## config.mk

```make
export PLATFORM = sky130hd
export DESIGN_NAME = i2c_master_top
export DESIGN_NICKNAME = d
export VERILOG_FILES = /design/src/verilog/i2c_pkg.sv /design/src/verilog/i2c_scl_gen.sv /design/src/verilog/i2c_cmd_queue.sv /design/src/verilog/i2c_byte_engine.sv /design/src/verilog/i2c_bus_monitor.sv /design/src/verilog/i2c_master_top.sv
export SDC_FILE = /design/constraint.sdc
export NUM_CORES = 1
export LEC_CHECK = 0
export BUFFER_PORTS_ARGS = -buffer_cell sky130_fd_sc_hd__buf_2
export CORE_ASPECT_RATIO = 0.6
export CORE_MARGIN = 1
export CORE_UTILIZATION = 60
export DETAILED_ROUTE_END_ITERATION = 10
export HOLD_SLACK_MARGIN = 0.02
export PLACE_DENSITY = 0.86
export SYNTH_ARGS = -nofsm -noshare
export SYNTH_HDL_FRONTEND = slang
export SYNTH_HIERARCHICAL = 1
export SYNTH_SLANG_ARGS = --single-unit
```

## constraint.sdc

```tcl
create_clock -name i2c_vif -period 2.9 [get_ports i2c_vif]
set_clock_uncertainty 0.1 [all_clocks]
set_input_delay 0.435 -clock i2c_vif [delete_from_list [all_inputs] [get_ports i2c_vif]]
set_output_delay 0.435 -clock i2c_vif [all_outputs]
set_load 0.01 [all_outputs]
```

## src/verilog/i2c_pkg.sv

```systemverilog
package i2c_pkg;

    // Host command opcodes
    typedef enum logic [2:0] {
        cmd_start,
        cmd_write,
        cmd_read_ack,
        cmd_read_nack,
        cmd_stop
    } cmd_op_t;

    // Address, data and read result bytes
    typedef logic [7:0] i2c_byte_t;

    typedef logic [3:0] credit_cnt_t;

    // Bus view kept by the monitor
    typedef enum logic [2:0] {
        bus_idle,
        bus_start,
        bus_data,
        bus_ack,
        bus_stop
    } bus_state_t;

    // Quarters of one SCL period, mid-low sits between the two low quarters
    typedef logic [1:0] scl_phase_t;

    localparam scl_phase_t low_first   = 2'd0;
    localparam scl_phase_t low_second  = 2'd1;
    localparam scl_phase_t high_first  = 2'd2;
    localparam scl_phase_t high_second = 2'd3;

endpackage

```

## src/verilog/i2c_scl_gen.sv

```systemverilog
`timescale 1ns/100ps

module i2c_scl_gen import i2c_pkg::*; #(
    parameter int QUARTER_DIV = 4
) (
    input  logic       i2c_vif,
    input  logic       arstn,
    input  logic       scl_run,
    output logic       scl,
    output logic       tick,
    output scl_phase_t phase
);

    localparam int DIV_W = (QUARTER_DIV > 1) ? $clog2(QUARTER_DIV) : 1;
    localparam logic [DIV_W-1:0] DIV_LAST = DIV_W'(QUARTER_DIV - 1);

    logic [DIV_W-1:0] div_cnt;

    // Tick marks the last cycle of the current quarter
    assign tick = scl_run && (div_cnt == DIV_LAST);
    assign scl  = (phase != low_first) && (phase != low_second);

    always_ff @(posedge i2c_vif or negedge arstn) begin
        if (!arstn) begin
            div_cnt <= '0;
        end else if (!scl_run || tick) begin
            div_cnt <= '0;
        end else begin
            div_cnt <= div_cnt + 1'b1;
        end
    end

    always_ff @(posedge i2c_vif or negedge arstn) begin
        if (!arstn) begin
            phase <= high_first;
        end else if (tick) begin
            phase <= phase + 2'd1;
        end else if (!scl_run && phase == high_second) begin
            // Parked high after a stop, same level so the next start
            // still gets a full high quarter before SDA falls
            phase <= high_first;
        end
    end

endmodule

```

## src/verilog/i2c_cmd_queue.sv

```systemverilog
`timescale 1ns/100ps

module i2c_cmd_queue import i2c_pkg::*; #(
    parameter int CMD_DEPTH = 4
) (
    input  logic      i2c_vif,
    input  logic      arstn,
    input  logic      cmd_valid,
    input  cmd_op_t   cmd_op,
    input  i2c_byte_t cmd_data,
    input  logic      rsp_credit,
    input  logic      cmd_take,
    input  logic      done,
    input  i2c_byte_t result_data,
    input  logic      result_ack,
    output logic      cmd_credit,
    output logic      cmd_avail,
    output cmd_op_t   op,
    output i2c_byte_t data,
    output logic      rsp_valid,
    output i2c_byte_t rsp_data,
    output logic      rsp_ack
);

    localparam int PTR_W = (CMD_DEPTH > 1) ? $clog2(CMD_DEPTH) : 1;
    localparam logic [PTR_W-1:0] PTR_LAST = PTR_W'(CMD_DEPTH - 1);

    cmd_op_t          op_mem   [CMD_DEPTH];
    i2c_byte_t        data_mem [CMD_DEPTH];
    logic [PTR_W-1:0] wr_ptr;
    logic [PTR_W-1:0] rd_ptr;
    logic [PTR_W:0]   count;
    credit_cnt_t      rsp_cred;

    // Hand over only when the host has room for the answer
    assign cmd_avail = (count != '0) && (rsp_cred != '0);
    assign op        = op_mem[rd_ptr];
    assign data      = data_mem[rd_ptr];

    always_ff @(posedge i2c_vif) begin
        if (cmd_valid) begin
            op_mem[wr_ptr]   <= cmd_op;
            data_mem[wr_ptr] <= cmd_data;
        end
    end

    always_ff @(posedge i2c_vif or negedge arstn) begin
        if (!arstn) begin
            wr_ptr <= '0;
            rd_ptr <= '0;
            count  <= '0;
        end else begin
            if (cmd_valid) begin
                wr_ptr <= (wr_ptr == PTR_LAST) ? '0 : wr_ptr + 1'b1;
            end
            if (cmd_take) begin
                rd_ptr <= (rd_ptr == PTR_LAST) ? '0 : rd_ptr + 1'b1;
            end
            case ({cmd_valid, cmd_take})
                2'b10:   count <= count + 1'b1;
                2'b01:   count <= count - 1'b1;
                default: count <= count;
            endcase
        end
    end

    // Response credits granted by the host, one spent per command
    always_ff @(posedge i2c_vif or negedge arstn) begin
        if (!arstn) begin
            rsp_cred <= '0;
        end else begin
            case ({rsp_credit, cmd_take})
                2'b10:   rsp_cred <= rsp_cred + 1'b1;
                2'b01:   rsp_cred <= rsp_cred - 1'b1;
                default: rsp_cred <= rsp_cred;
            endcase
        end
    end

    always_ff @(posedge i2c_vif or negedge arstn) begin
        if (!arstn) begin
            cmd_credit <= 1'b0;
            rsp_valid  <= 1'b0;
        end else begin
            cmd_credit <= cmd_take;
            rsp_valid  <= done;
        end
    end

    always_ff @(posedge i2c_vif) begin
        if (done) begin
            rsp_data <= result_data;
            rsp_ack  <= result_ack;
        end
    end

endmodule

```

## src/verilog/i2c_byte_engine.sv

```systemverilog
`timescale 1ns/100ps

module i2c_byte_engine import i2c_pkg::*; (
    input  logic       i2c_vif,
    input  logic       arstn,
    input  logic       cmd_avail,
    input  cmd_op_t    op,
    input  i2c_byte_t  data,
    input  logic       tick,
    input  scl_phase_t phase,
    input  logic       sda_in,
    output logic       cmd_take,
    output logic       done,
    output i2c_byte_t  result_data,
    output logic       result_ack,
    output logic       scl_run,
    output logic       sda_oe
);

    typedef enum logic [2:0] {
        st_idle,
        st_start,
        st_shift,
        st_ack,
        st_stop
    } eng_state_t;

    eng_state_t state;
    cmd_op_t    cur_op;
    i2c_byte_t  shreg;
    logic [2:0] bit_cnt;
    logic       frame_open;
    logic       is_read;
    logic       end_lf;
    logic       end_hf;
    logic       end_hs;
    logic       stop_now;

    assign cmd_take = (state == st_idle) && cmd_avail;
    assign scl_run  = (state != st_idle);
    assign is_read  = (cur_op == cmd_read_ack) || (cur_op == cmd_read_nack);

    // Quarter boundaries: mid-low, mid-high, falling SCL
    assign end_lf = tick && (phase == low_first);
    assign end_hf = tick && (phase == high_first);
    assign end_hs = tick && (phase == high_second);

    // Stop outside a frame is answered at once with no bus activity
    assign stop_now = (state == st_stop && end_hf) ||
                      (cmd_take && op == cmd_stop && !frame_open);

    always_ff @(posedge i2c_vif) begin
        if (cmd_take) begin
            cur_op <= op;
            shreg  <= data;
        end else if (state == st_shift && end_hf) begin
            // Loops back the sent bit on writes
            shreg <= {shreg[6:0], sda_in};
        end

        if (stop_now) begin
            result_data <= '0;
            result_ack  <= 1'b0;
        end else if (state == st_ack) begin
            if (end_hf) begin
                if (cur_op == cmd_read_ack) begin
                    result_ack <= 1'b0;
                end else if (cur_op == cmd_read_nack) begin
                    result_ack <= 1'b1;
                end else begin
                    result_ack <= sda_in;
                end
            end
            if (end_hs) begin
                result_data <= shreg;
            end
        end
    end

    always_ff @(posedge i2c_vif or negedge arstn) begin
        if (!arstn) begin
            state      <= st_idle;
            frame_open <= 1'b0;
            bit_cnt    <= '0;
            sda_oe     <= 1'b0;
            done       <= 1'b0;
        end else begin
            done <= stop_now;
            case (state)
                st_idle: begin
                    if (cmd_take) begin
                        bit_cnt <= '0;
                        case (op)
                            cmd_start: state <= st_start;
                            cmd_stop:  state <= frame_open ? st_stop : st_idle;
                            default:   state <= st_shift;
                        endcase
                    end
                end
                st_start: begin
                    // Inside a frame SDA goes high first, giving a repeated start
                    if (end_lf) begin
                        sda_oe <= 1'b0;
                    end
                    if (end_hf) begin
                        sda_oe <= 1'b1;
                    end
                    if (end_hs) begin
                        frame_open <= 1'b1;
                        state      <= st_shift;
                    end
                end
                st_shift: begin
                    if (end_lf) begin
                        sda_oe <= is_read ? 1'b0 : ~shreg[7];
                    end
                    if (end_hs) begin
                        bit_cnt <= bit_cnt + 3'd1;
                        if (bit_cnt == 3'd7) begin
                            state <= st_ack;
                        end
                    end
                end
                st_ack: begin
                    // Master pulls low only for a read with ACK
                    if (end_lf) begin
                        sda_oe <= (cur_op == cmd_read_ack);
                    end
                    if (end_hs) begin
                        done  <= 1'b1;
                        state <= st_idle;
                    end
                end
                st_stop: begin
                    if (end_lf) begin
                        sda_oe <= 1'b1;
                    end
                    if (end_hf) begin
                        sda_oe     <= 1'b0;
                        frame_open <= 1'b0;
                        state      <= st_idle;
                    end
                end
                default: state <= st_idle;
            endcase
        end
    end

endmodule

```

## src/verilog/i2c_bus_monitor.sv

```systemverilog
`timescale 1ns/100ps

module i2c_bus_monitor import i2c_pkg::*; (
    input  logic      i2c_vif,
    input  logic      arstn,
    input  logic      scl,
    input  logic      sda,
    output i2c_byte_t start_count,
    output i2c_byte_t stop_count,
    output logic      proto_err
);

    bus_state_t state;
    logic       scl_q;
    logic       sda_q;
    logic [2:0] bit_cnt;
    logic       scl_rise;
    logic       scl_fall;
    logic       sda_moved;
    logic       start_det;
    logic       stop_det;
    logic       bad_event;

    assign scl_rise  = !scl_q && scl;
    assign scl_fall  = scl_q && !scl;
    assign sda_moved = scl_q && scl && (sda_q != sda);
    assign start_det = sda_moved && !sda;
    assign stop_det  = sda_moved && sda;

    always_comb begin
        case (state)
            bus_idle:  bad_event = stop_det || (!start_det && !(scl && sda));
            bus_start,
            bus_data,
            bus_ack:   bad_event = sda_moved;
            default:   bad_event = 1'b0;
        endcase
    end

    always_ff @(posedge i2c_vif or negedge arstn) begin
        if (!arstn) begin
            scl_q       <= 1'b1;
            sda_q       <= 1'b1;
            state       <= bus_idle;
            bit_cnt     <= '0;
            start_count <= '0;
            stop_count  <= '0;
            proto_err   <= 1'b0;
        end else begin
            scl_q <= scl;
            sda_q <= sda;
            if (bad_event) begin
                proto_err <= 1'b1;
            end
            case (state)
                bus_idle: begin
                    if (start_det) begin
                        start_count <= start_count + 8'd1;
                        state       <= bus_start;
                    end
                end
                bus_start: begin
                    if (scl_fall) begin
                        bit_cnt <= '0;
                        state   <= bus_data;
                    end
                end
                bus_data: begin
                    if (scl_rise) begin
                        bit_cnt <= bit_cnt + 3'd1;
                        if (bit_cnt == 3'd7) begin
                            state <= bus_ack;
                        end
                    end
                end
                bus_ack: begin
                    if (scl_rise) begin
                        bit_cnt <= '0;
                        state   <= bus_stop;
                    end
                end
                bus_stop: begin
                    // After the ACK clock a high SCL may carry a start, a stop or bit 7
                    if (start_det) begin
                        start_count <= start_count + 8'd1;
                        state       <= bus_start;
                    end else if (stop_det) begin
                        stop_count <= stop_count + 8'd1;
                        state      <= bus_idle;
                    end else if (scl_rise) begin
                        bit_cnt <= 3'd1;
                    end else if (scl_fall && bit_cnt != '0) begin
                        state <= bus_data;
                    end
                end
                default: state <= bus_idle;
            endcase
        end
    end

endmodule

```

## src/verilog/i2c_master_top.sv

```systemverilog
`timescale 1ns/100ps

module i2c_master_top import i2c_pkg::*; #(
    parameter int QUARTER_DIV = 4,
    parameter int CMD_DEPTH   = 4
) (
    input  logic      i2c_vif,
    input  logic      arstn,
    input  logic      cmd_valid,
    input  cmd_op_t   cmd_op,
    input  i2c_byte_t cmd_data,
    output logic      cmd_credit,
    input  logic      rsp_credit,
    output logic      rsp_valid,
    output i2c_byte_t rsp_data,
    output logic      rsp_ack,
    output logic      scl,
    output logic      sda_oe,
    input  logic      sda_in,
    output i2c_byte_t start_count,
    output i2c_byte_t stop_count,
    output logic      proto_err
);

    logic       cmd_avail;
    logic       cmd_take;
    cmd_op_t    op;
    i2c_byte_t  data;
    logic       done;
    i2c_byte_t  result_data;
    logic       result_ack;
    logic       scl_run;
    logic       tick;
    scl_phase_t phase;

    i2c_scl_gen #(
        .QUARTER_DIV(QUARTER_DIV)
    ) scl_gen0 (
        .i2c_vif(i2c_vif),
        .arstn  (arstn),
        .scl_run(scl_run),
        .scl    (scl),
        .tick   (tick),
        .phase  (phase)
    );

    i2c_cmd_queue #(
        .CMD_DEPTH(CMD_DEPTH)
    ) cmd_queue0 (
        .i2c_vif    (i2c_vif),
        .arstn      (arstn),
        .cmd_valid  (cmd_valid),
        .cmd_op     (cmd_op),
        .cmd_data   (cmd_data),
        .rsp_credit (rsp_credit),
        .cmd_take   (cmd_take),
        .done       (done),
        .result_data(result_data),
        .result_ack (result_ack),
        .cmd_credit (cmd_credit),
        .cmd_avail  (cmd_avail),
        .op         (op),
        .data       (data),
        .rsp_valid  (rsp_valid),
        .rsp_data   (rsp_data),
        .rsp_ack    (rsp_ack)
    );

    i2c_byte_engine byte_engine0 (
        .i2c_vif    (i2c_vif),
        .arstn      (arstn),
        .cmd_avail  (cmd_avail),
        .op         (op),
        .data       (data),
        .tick       (tick),
        .phase      (phase),
        .sda_in     (sda_in),
        .cmd_take   (cmd_take),
        .done       (done),
        .result_data(result_data),
        .result_ack (result_ack),
        .scl_run    (scl_run),
        .sda_oe     (sda_oe)
    );

    // Watches the resolved bus, not the master's own drive
    i2c_bus_monitor bus_monitor0 (
        .i2c_vif    (i2c_vif),
        .arstn      (arstn),
        .scl        (scl),
        .sda        (sda_in),
        .start_count(start_count),
        .stop_count (stop_count),
        .proto_err  (proto_err)
    );

endmodule

```

==> results of run 1 <==
-- state kept, by name, summed over array words and instances, names as in the netlist, 4 cells and up --
register and flops:
byte_engine0/shreg 8, cmd_queue0/rsp_data 8, byte_engine0/result_data 8, cmd_queue0/op_mem 12
cmd_queue0/rsp_cred 4, bus_monitor0/stop_count 8, bus_monitor0/start_count 8, cmd_queue0/data_mem 32
-- through the flow --
| step | power [mW] | setup TNS (ns) | worst slack [ns] | utilization, % | hold slack [ns] |
|---|---|---|---|---|---|
| after global placement | 4.26 | 0 | 0.353 | 67.8 | 0.313 |
| after CTS | 6.37 | 0 | 0.160 | 74.0 | 0.0623 |
| after detailed placement | 4.41 | 0 | 0.168 | 67.8 | 0.316 |
| final | 6.36 | 0 | 0.0907 | 74.3 | 0.0460 |
| after global routing | 6.72 | -0.0249 | -0.0249 | 74.3 | 0.0922 |
| after floorplan | 3.90 | 0 | 0.415 | - | 0.0394 |
-- worst register-to-register path: cells and delay by family (launching register included) --
| kind | cells | cell delay (ns) |
|---|---|---|
| buf+inv | 2 | 0.24 |
| fa+ha+maj | 2 | 0.55 |
| xor+xnor | 2 | 0.37 |
| simple gates | 4 | 0.99 |
| flops | 1 | 0.45 |
-- routing by layer --
layer | global-route usage, % | vias up
li1 | - | 1653
met4 | 10.0 | 0
met3 | 6.42 | 14
met1 | 35.9 | 1735
met2 | 36.2 | 129
met5 | 0 | -
-- cells in the mapped netlist, types with 2 or more instances --
cell type / instances
a21o_1: 2
o22ai_1: 3
nor2b_1: 7
nand3b_1: 4
buf_2: 5
nand4_1: 8
edfxtp_1: 64
dfstp_2: 3
mux2i_1: 6
xor2_1: 6
ha_1: 20
xnor2_1: 16
nand3_1: 11
inv_1: 18
a22o_1: 3
a221oi_1: 3
mux2_2: 12
and3_1: 5
mux2_4: 2
buf_4: 2
nor2_1: 13
buf_6: 5
a211o_1: 2
clkbuf_1: 3
nor3_1: 8
and2_1: 7
nor4_1: 2
dfxtp_1: 9
nand2b_1: 5
mux4_2: 11
and3b_1: 3
a21oi_1: 18
or3_1: 2
o21ai_0: 18
nor4b_1: 2
dfrtp_1: 48
nor3b_1: 2
nand2_1: 15
-- cell type report --
type                       instances  share of cell area [%]
sequential                       124                    51.7
multi-input combinational        248                    31.5
clock inverter                    10                    1.43
clock buffer                      22                    6.94
inverter                          19                    1.09
timing repair buffer              58                    4.93
tap                              126                    2.41
-- power by group through the flow --
stage	clock network, mW	logic, mW	registers [mW]
floorplan	0	1.33	2.57
global placement	0	1.58	2.68
detailed placement	0	1.69	2.72
CTS	1.97	1.71	2.69
global route	2.05	1.91	2.76
finish	1.95	1.72	2.70
-- how the worst max path moves through the flow --
stage,to,slack (ns)
2_1_floorplan,cmd_queue0/rsp_cred[3]$_DFFE_PN0P_,0.41
3_3_place_gp,cmd_queue0/rsp_cred[3]$_DFFE_PN0P_,0.35
3_5_place_dp,cmd_queue0/rsp_cred[3]$_DFFE_PN0P_,0.17
4_1_cts,cmd_queue0/rsp_cred[3]$_DFFE_PN0P_,0.16
5_1_grt,cmd_queue0/rsp_cred[3]$_DFFE_PN0P_,-0.02
6_report,cmd_queue0/count[2]$_DFFE_PN0P_,0.09
-- placed cells by master, fill, tap and decap left out, drive strengths merged, types with 4 or more instances in the layout --
cell / instances
mux2i: 6
nand3: 11
dfxtp: 9
ha: 20
nand2: 15
a21oi: 19
inv: 19
and3: 5
and2: 8
dfrtp: 48
mux4: 11
xnor2: 16
nand2b: 5
nor3: 9
mux2: 15
nor2b: 7
clkbuf: 22
nand3b: 4
xor2: 6
buf: 58
nand4: 8
and3b: 4
clkinv: 7
edfxtp: 64
o21ai: 19
nor2: 13
-- cell families (layout without fill, tap and decap cells) --
kind of cell	count (synthesis)	count (layout)	share of synthesized area [%]
DFF	124	124	60.0
and+or+nand+nor	106	106	11.7
AOI/OAI and AO/OA	67	67	8.11
buffers and inverters	36	109	3.33
muxes	32	32	8.59
xor gates and xnor gates	22	22	3.42
adders and majority gates	21	21	4.80
==> results_dict.tcl, run 1 <==
set metrics [dict create \
    grt_start_max_net_pins 52 \
    initial_utilization_pct 63.9 \
    finalNonFillerCells 607 \
    grt_pass1_wl_um 18100 \
    cts_root_buffer "clkbuf_16" \
    clock.fmax_ghz 0.356 \
    cp_num_cells 10 \
    synth-seq-cells 124 \
    p_leak_nw 2.65 \
    post_dp_cell_area_um2 5980 \
    gr-total-overflow 0 \
    grt_use_total_pct 24.9 \
    design_area_um2 6550 \
    synthFlopType "edfxtp_1" \
    m1WireLength_um 5080 \
    antennaDiodeCount 0 \
    clkTransAtPathRegs_ns 0.06 \
    route.met3.wl_um 707 \
    cts_max_level 4 \
    crit-reg2reg-capture "cmd_queue0/count[2]$_DFFE_PN0P_" \
    setup_violations 0 \
    vias 3531 \
    ios 46 \
    critPathTopFamily "simple AND/OR/NAND/NOR gates" \
    synth_top_area_share_pct 34.1 \
    grt_pass1_vias 3494 \
    ant_nets 0 \
    post_cts_resized 0 \
    internal-power_mw 4.31 \
    dpl.hpwl_um 7220 \
    drive_above_1_share_pct 25.8 \
    numCtsBuffers 17 \
    end_kind "register" \
    dp_cells 572 \
    layout-area-overhead-vs-synth_pct 16.2 \
    hp-class "primary input to async pin" \
    powerDensity_nw_per_um2 972 \
    clock_path_buffers 2 \
    rows 26 \
    ir_drop_mv 0.804 \
    postSynthCellCount 408 \
    wl_met2_um 4750 \
    first_iter_violations 431 \
    layout.nets 505 \
    arrival_ns 3.03 \
    p_clk_share_pct 30.6 \
    die_area_um2 9790 \
    finalHoldViolations 0 \
    worstMarginPinSlew_ns 1.06 \
    power_frac_comb_pct 27.0 \
    drc 0 \
    wirelength_um 10700 \
    cts_tree "done" \
    yosysTopAreaCell "edfxtp_1" \
    power_frac_seq_pct 42.4 \
    grt_antenna_before_repair 0 \
    port_buffers 45 \
    synthArstFlopShare_pct 41.1 \
    viasPerCell 5.82 \
    routedWlPerCell_um 17.6 \
    cts_num_sinks 124 \
    synth.area.top_cells "edfxtp_1 34%, dfrtp_1 21%, ha_1 4.4%" \
    yosysUniqueCellTypes 73 \
    maxCapViolations 0 \
    dieHeight_um 77.1 \
    yosysSeqAreaShare_pct 60.0 \
    firstDrtPassIters 4 \
    cp_max_fo 6 \
    hold_buffers 0 \
    syn_nets 445 \
    critPathLaunch "cmd_queue0/rsp_cred[0]$_DFFE_PN0P_" \
    crit_required_ns 3.12 \
    regArea_um2 3380 \
    critical_path.slowest_cell "dfrtp_1" \
    power_switching_mw 2.06 \
    synth_area_um2 5630 \
    timing.rr.start "cmd_queue0/rsp_cred[0]$_DFFE_PN0P_" \
    status "complete, no violations" \
    period_needed_ns 2.81 \
    fin_crit_sh_pct 96.9 \
    slew_headroom_pct 29.0 \
    clk-insertion-delay-late_ns 0.41 \
    yosys_warnings 6 \
    post_cts_buffers 0 \
    p_sw_share_pct 32.3 \
    crit_type "register to register" \
    fillers 533 \
    path_cells "nor4_1 > nor2_1 > nor4b_4 > buf_4 > ha_1 > inv_1 > fa_1 > xor2_1 > nor2_1 > xor2_1" \
    dieWidth_um 127 \
    regToRegSetupSlack_ns 0.09 \
    place_congestion 0.883 \
    ff2ff_path_depth 10 \
    slew_viol_final 0 \
    core_area_um2 8820 \
    slowest_delay_ns 0.45 \
    timing.critical_path.buf_inv 2 \
    multi_input_area_um2 2060 \
    synth_edf_count 64 \
    dr.max_layer_used "met4" \
    synth_area_per_cell_um2 13.8 \
    startpoint_type "register" \
]
No activity file was read; power rests on OpenSTA's default activity.
==> run 2, diff against run 1 <==
Settings changed: CORE_UTILIZATION 60 to 54, PLACE_DENSITY 0.86 to 0.82.
Clock period 2.9 ns to 2.3 ns, I/O delays scaled along.
==> run 2 against run 1 <==
Clock power up 32%; combinational power up 48%; non-clock buffer count up 23; sequential share of layout area down 2.2 points.
==> results_dict.tcl, run 2 (same netlist as run 1, synthesis figures left out) <==
set metrics [dict create \
    status "complete, no violations" \
    layout.nets 528 \
    clock.fmax_ghz 0.435 \
    rows 28 \
    startpoint_type "register" \
    first_iter_violations 328 \
    viasPerCell 5.72 \
    end_kind "register" \
    slew_headroom_pct 57.6 \
    regToRegSetupSlack_ns 0.001 \
    die_area_um2 10900 \
    rsz0062_at_grt "true" \
    grt_pass1_wl_um 17900 \
    arrival_ns 2.52 \
    setup_tns_ns 0 \
    regMostFlops "cmd_queue0/data_mem" \
    crit_type "register to register" \
    post_dp_cell_area_um2 6120 \
    dieHeight_um 81.1 \
    ios 46 \
    clk-insertion-delay-late_ns 0.41 \
    wirelength_um 11300 \
    setup_violations 0 \
    crit_required_ns 2.52 \
    multi_input_area_um2 2130 \
    min_from "cmd_data[0]" \
    crit-reg2reg-capture "cmd_queue0/rsp_cred[3]$_DFFE_PN0P_" \
    period_needed_ns 2.30 \
    dieWidth_um 134 \
    numCtsBuffers 17 \
    place_congestion 0.842 \
    port_buffers 45 \
    final_common_cell "edfxtp_1" \
    timing.rr.start "cmd_queue0/rsp_cred[3]$_DFFE_PN0P_" \
    powerDensity_nw_per_um2 1230 \
    dpl.hpwl_um 7640 \
    finalHoldViolations 0 \
    worst_hold_slack_ns 0.0454 \
    hp-class "primary input to register" \
    fillers 717 \
    slew_viol_final 0 \
    final_cell_mix "64 x edfxtp_1, 47 x dfrtp_1, 45 x buf_2" \
    grt_start_max_net_pins 25 \
    largestRegisters "cmd_queue0/data_mem: 32 flops, cmd_queue0/op_mem: 12 flops" \
    layout-area-overhead-vs-synth_pct 21.3 \
    ant_nets 0 \
    design_area_um2 6840 \
    ff2ff_path_depth 8 \
    holdPathEnd "cmd_queue0/data_mem[2][0]$_DFFE_PP_" \
    fin_crit_sh_pct 99.9 \
    clock_path_buffers 2 \
    cts_num_sinks 124 \
    worstMarginPinSlew_ns 0.636 \
    clkTransAtPathRegs_ns 0.05 \
    ir_drop_mv 0.779 \
    maxCapViolations 0 \
    p_leak_nw 2.78 \
    cts_max_level 4 \
    cp_max_fo 5 \
    drc 0 \
    whs_path_depth 1 \
    grt_antenna_before_repair 0 \
    grt_pass1_vias 3520 \
    firstDrtPassIters 5 \
    initial_utilization_pct 56.4 \
    grt_use_total_pct 22.5 \
    gr-total-overflow 0 \
    vias 3654 \
    fin_util_pct 68.5 \
    core_area_um2 9980 \
    regArea_um2 3380 \
    largest_reg_flops 32 \
    drive_above_1_share_pct 31.9 \
    cts_root_buffer "clkbuf_16" \
    routedWlPerCell_um 17.7 \
    antennaDiodeCount 0 \
    cts_tree "done" \
]
[run 2: metrics by stage]
step | cells | power (mW) | setup slack [ns]
final | 639 | 8.38 | 0.00133
after global routing | 639 | 8.84 | -0.0864
after CTS | 633 | 8.28 | 0.0235
after detailed placement | 597 | 5.69 | -0.0340
after global placement | 597 | 5.52 | 0.0754
after floorplan | 408 | 4.92 | -0.151
[run 2: power breakdown]
group | internal, mW | switching (mW)
Combinational | 1.18 | 1.36
Sequential | 2.92 | 0.351
Clock | 1.61 | 0.955
[run 2: critical path, stage by stage, from the launching register on]
cell and delay (ns):
dfrtp_1 0.39, nor4_2 0.06, nor2_1 0.16, nor4b_4 0.28
buf_4 0.16, ha_2 0.30, or4b_1 0.51, a21o_1 0.19
o221ai_2 0.06
[run 2: per-layer routing]
layer,global-route usage [%],wire (µm)
met5,0,0
met3,6.55,810
met4,7.50,121
met2,33.9,5000
met1,31.5,5380
[run 2: final cells by class]
cell class / count / share of cell area [%]
tap: 135 / 2.47
clock buffer: 20 / 6.53
multi-input combinational: 248 / 31.2
timing repair buffer: 81 / 7.43
clock inverter: 12 / 1.79
inverter: 19 / 1.04
sequential: 124 / 49.5
[run 2: worst max path at each step]
stage | start | end | slack (ns) | cells past startpoint
after floorplan | cmd_queue0/rsp_cred[1]$_DFFE_PN0P_ | cmd_queue0/rsp_cred[3]$_DFFE_PN0P_ | -0.15 | 8
after global placement | cmd_queue0/count[0]$_DFFE_PN0P_ | cmd_queue0/rsp_cred[3]$_DFFE_PN0P_ | 0.08 | 7
after detailed placement | cmd_queue0/count[0]$_DFFE_PN0P_ | cmd_queue0/rsp_cred[3]$_DFFE_PN0P_ | -0.03 | 7
after CTS | cmd_queue0/count[0]$_DFFE_PN0P_ | cmd_queue0/rsp_cred[3]$_DFFE_PN0P_ | 0.02 | 7
after global routing | cmd_queue0/rsp_cred[3]$_DFFE_PN0P_ | cmd_queue0/rsp_cred[3]$_DFFE_PN0P_ | -0.09 | 7
final | cmd_queue0/rsp_cred[3]$_DFFE_PN0P_ | cmd_queue0/rsp_cred[3]$_DFFE_PN0P_ | 0.001 | 8
[run 2: timing repair]
| item | 4_1_cts | 5_1_grt |
|---|---|---|
| endpoints found under the setup margin | 1 | 6 |
| gates cloned | 0 | 0 |
| endpoints found under the hold margin | 22 | 0 |
| pin swaps | 1 | 8 |
| resized for setup | 0 | 16 |
| setup buffers | 2 | 7 |
| hold buffers | 2 | 0 |
==> run 3, diff against run 2 <==
Settings changed: CORE_UTILIZATION 54 to 60, PLACE_DENSITY 0.82 to 0.86, SETUP_SLACK_MARGIN set to 0.02.
Clock period 2.3 ns to 2.46 ns, I/O delays scaled along.
==> run 3 against run 2 <==
Wire length up 2.7%; non-clock buffer count down 6; critical path depth unchanged; final area down 0.44%; total power down 3.3%; highest routed layer unchanged; global-route usage up 3.7 points; largest power group unchanged.
==> results_dict.tcl, run 3 (same netlist as run 1, synthesis figures left out) <==
set metrics [dict create \
    status "complete, no violations" \
    fin_crit_sh_pct 97.2 \
    layout.nets 522 \
    first_iter_violations 358 \
    cts_num_sinks 124 \
    grt_pass1_wl_um 18800 \
    die_area_um2 9790 \
    vias 3718 \
    numCtsBuffers 17 \
    dieWidth_um 127 \
    hp-class "primary input to register" \
    fin_util_pct 77.2 \
    startpoint_type "register" \
    firstDrtPassIters 7 \
    port_buffers 45 \
    drc 0 \
    worstMarginPinSlew_ns 0.634 \
    grt_pass1_vias 3619 \
    clock.fmax_ghz 0.418 \
    final_cell_mix "64 x edfxtp_1, 48 x dfrtp_1, 45 x buf_2" \
    viasPerCell 5.96 \
    regMostFlops "cmd_queue0/data_mem" \
    cp_max_fo 6 \
    clk-insertion-delay-late_ns 0.41 \
    design_area_um2 6810 \
    crit_required_ns 2.63 \
    finalHoldViolations 0 \
    clock_path_buffers 2 \
    slew_viol_final 0 \
    place_congestion 0.894 \
    routedWlPerCell_um 18.6 \
    slew_headroom_pct 56.6 \
    ir_drop_mv 0.768 \
    drive_above_1_share_pct 30.1 \
    rows 26 \
    maxCapViolations 0 \
    grt_use_total_pct 26.2 \
    fin_ws_ns 0.0698 \
    final_common_cell "edfxtp_1" \
    fillers 488 \
    p_leak_nw 2.79 \
    setup_violations 0 \
    period_needed_ns 2.39 \
    gr-total-overflow 0 \
    wirelength_um 11600 \
    antennaDiodeCount 0 \
    cts_root_buffer "clkbuf_16" \
    cts_max_level 4 \
    largestRegisters "cmd_queue0/data_mem: 32 flops, cmd_queue0/op_mem: 12 flops" \
    powerDensity_nw_per_um2 1190 \
    initial_utilization_pct 63.9 \
    post_dp_cell_area_um2 6100 \
    preCtsSetupSlack_ns 0.0604 \
    rsz0062_at_grt "false" \
    setup_tns_ns 0 \
    crit_type "register to register" \
    end_kind "register" \
    ios 46 \
    cts_tree "done" \
    core_area_um2 8820 \
    layout-area-overhead-vs-synth_pct 20.8 \
    grt_antenna_before_repair 0 \
    arrival_ns 2.56 \
    clkTransAtPathRegs_ns 0.06 \
    dpl.hpwl_um 7500 \
    largest_reg_flops 32 \
    grt_start_max_net_pins 29 \
    ant_nets 0 \
    dieHeight_um 77.1 \
]
==> run 3: cell count changes in the layout (fill, tap and decap cells not counted), moves of 2 or more <==
cell and delta:
clkinv_1 -2, clkinvlp_4 -3, ha_1 +3, ha_2 -3, buf_4 -4, buf_6 -2
bufinv_16 +2, clkinv_4 +4
==> run 3: metrics by stage <==
step / hold WS, ns / power, mW / instances
2_1_floorplan: -0.0266 / 4.60 / 408
3_3_place_gp: 0.311 / 5.19 / 586
3_5_place_dp: 0.315 / 5.32 / 586
4_1_cts: 0.0228 / 8.00 / 621
5_1_grt: 0.0245 / 8.51 / 624
6_report: 0.0336 / 8.10 / 624
==> run 3: worst paths after layout <==
check / from / endpoint / slack, ns / depth (start not counted)
max in group asynchronous: arstn / bus_monitor0/sda_q$_DFF_PN1_ / 1.18 / 3
min in group asynchronous: arstn / cmd_queue0/cmd_credit$_DFF_PN0_ / 0.42 / 2
worst max-delay path: cmd_queue0/rsp_cred[3]$_DFFE_PN0P_ / cmd_queue0/rsp_cred[3]$_DFFE_PN0P_ / 0.07 / 8
worst min-delay path: sda_in / bus_monitor0/sda_q$_DFF_PN1_ / 0.03 / 1
worst min register to register: byte_engine0/result_data[2]$_SDFFE_PP0P_ / cmd_queue0/rsp_data[2]$_DFFE_PP_ / 0.33 / 0
worst max register to register: cmd_queue0/rsp_cred[3]$_DFFE_PN0P_ / cmd_queue0/rsp_cred[3]$_DFFE_PN0P_ / 0.07 / 8
==> run 3: final cells by class <==
type	count	area [µm²]	area share, %
flip-flops and latches	124	3380	49.7
multi-input cells	248	2100	30.9
repair buffers	75	465	6.84
clock buffers	19	433	6.36
clock inverters	13	191	2.81
well taps	126	158	2.32
inverters	19	71.3	1.05
==> run 3: worst max-delay path: stages, from the launching register on <==
cell       delay [ns]
dfrtp_1          0.39
nor4_2           0.06
nor2_1           0.16
nor4b_4          0.27
buf_4            0.17
ha_4             0.15
or3b_1           0.40
a2111oi_2        0.39
o221ai_1         0.16
==> run 3: layer usage <==
| layer | vias up | part of all wire (%) | GRT usage [%] |
|---|---|---|---|
| li1 | 1688 | - | - |
| met1 | 1834 | 46 | 37.8 |
| met2 | 181 | 46 | 38.8 |
| met3 | 15 | 7.0 | 7.96 |
| met4 | 0 | 1.1 | 6.90 |
| met5 | - | 0 | 0 |
==> run 3: repair_timing <==
action | CTS | global route
hold endpoints to repair | 23 | 0
pin swaps | 0 | 2
hold buffers | 1 | 0
gates resized for setup | 0 | 6
setup buffers | 2 | 3
endpoints found under the setup margin | 2 | 21
==> run 3: power breakdown <==
part           internal [mW]  switching [mW]  total, mW  leakage, nW
clock                   1.70           0.926       2.63        0.306
sequential              2.73           0.344       3.07         1.30
combinational           1.09            1.31       2.40         1.18
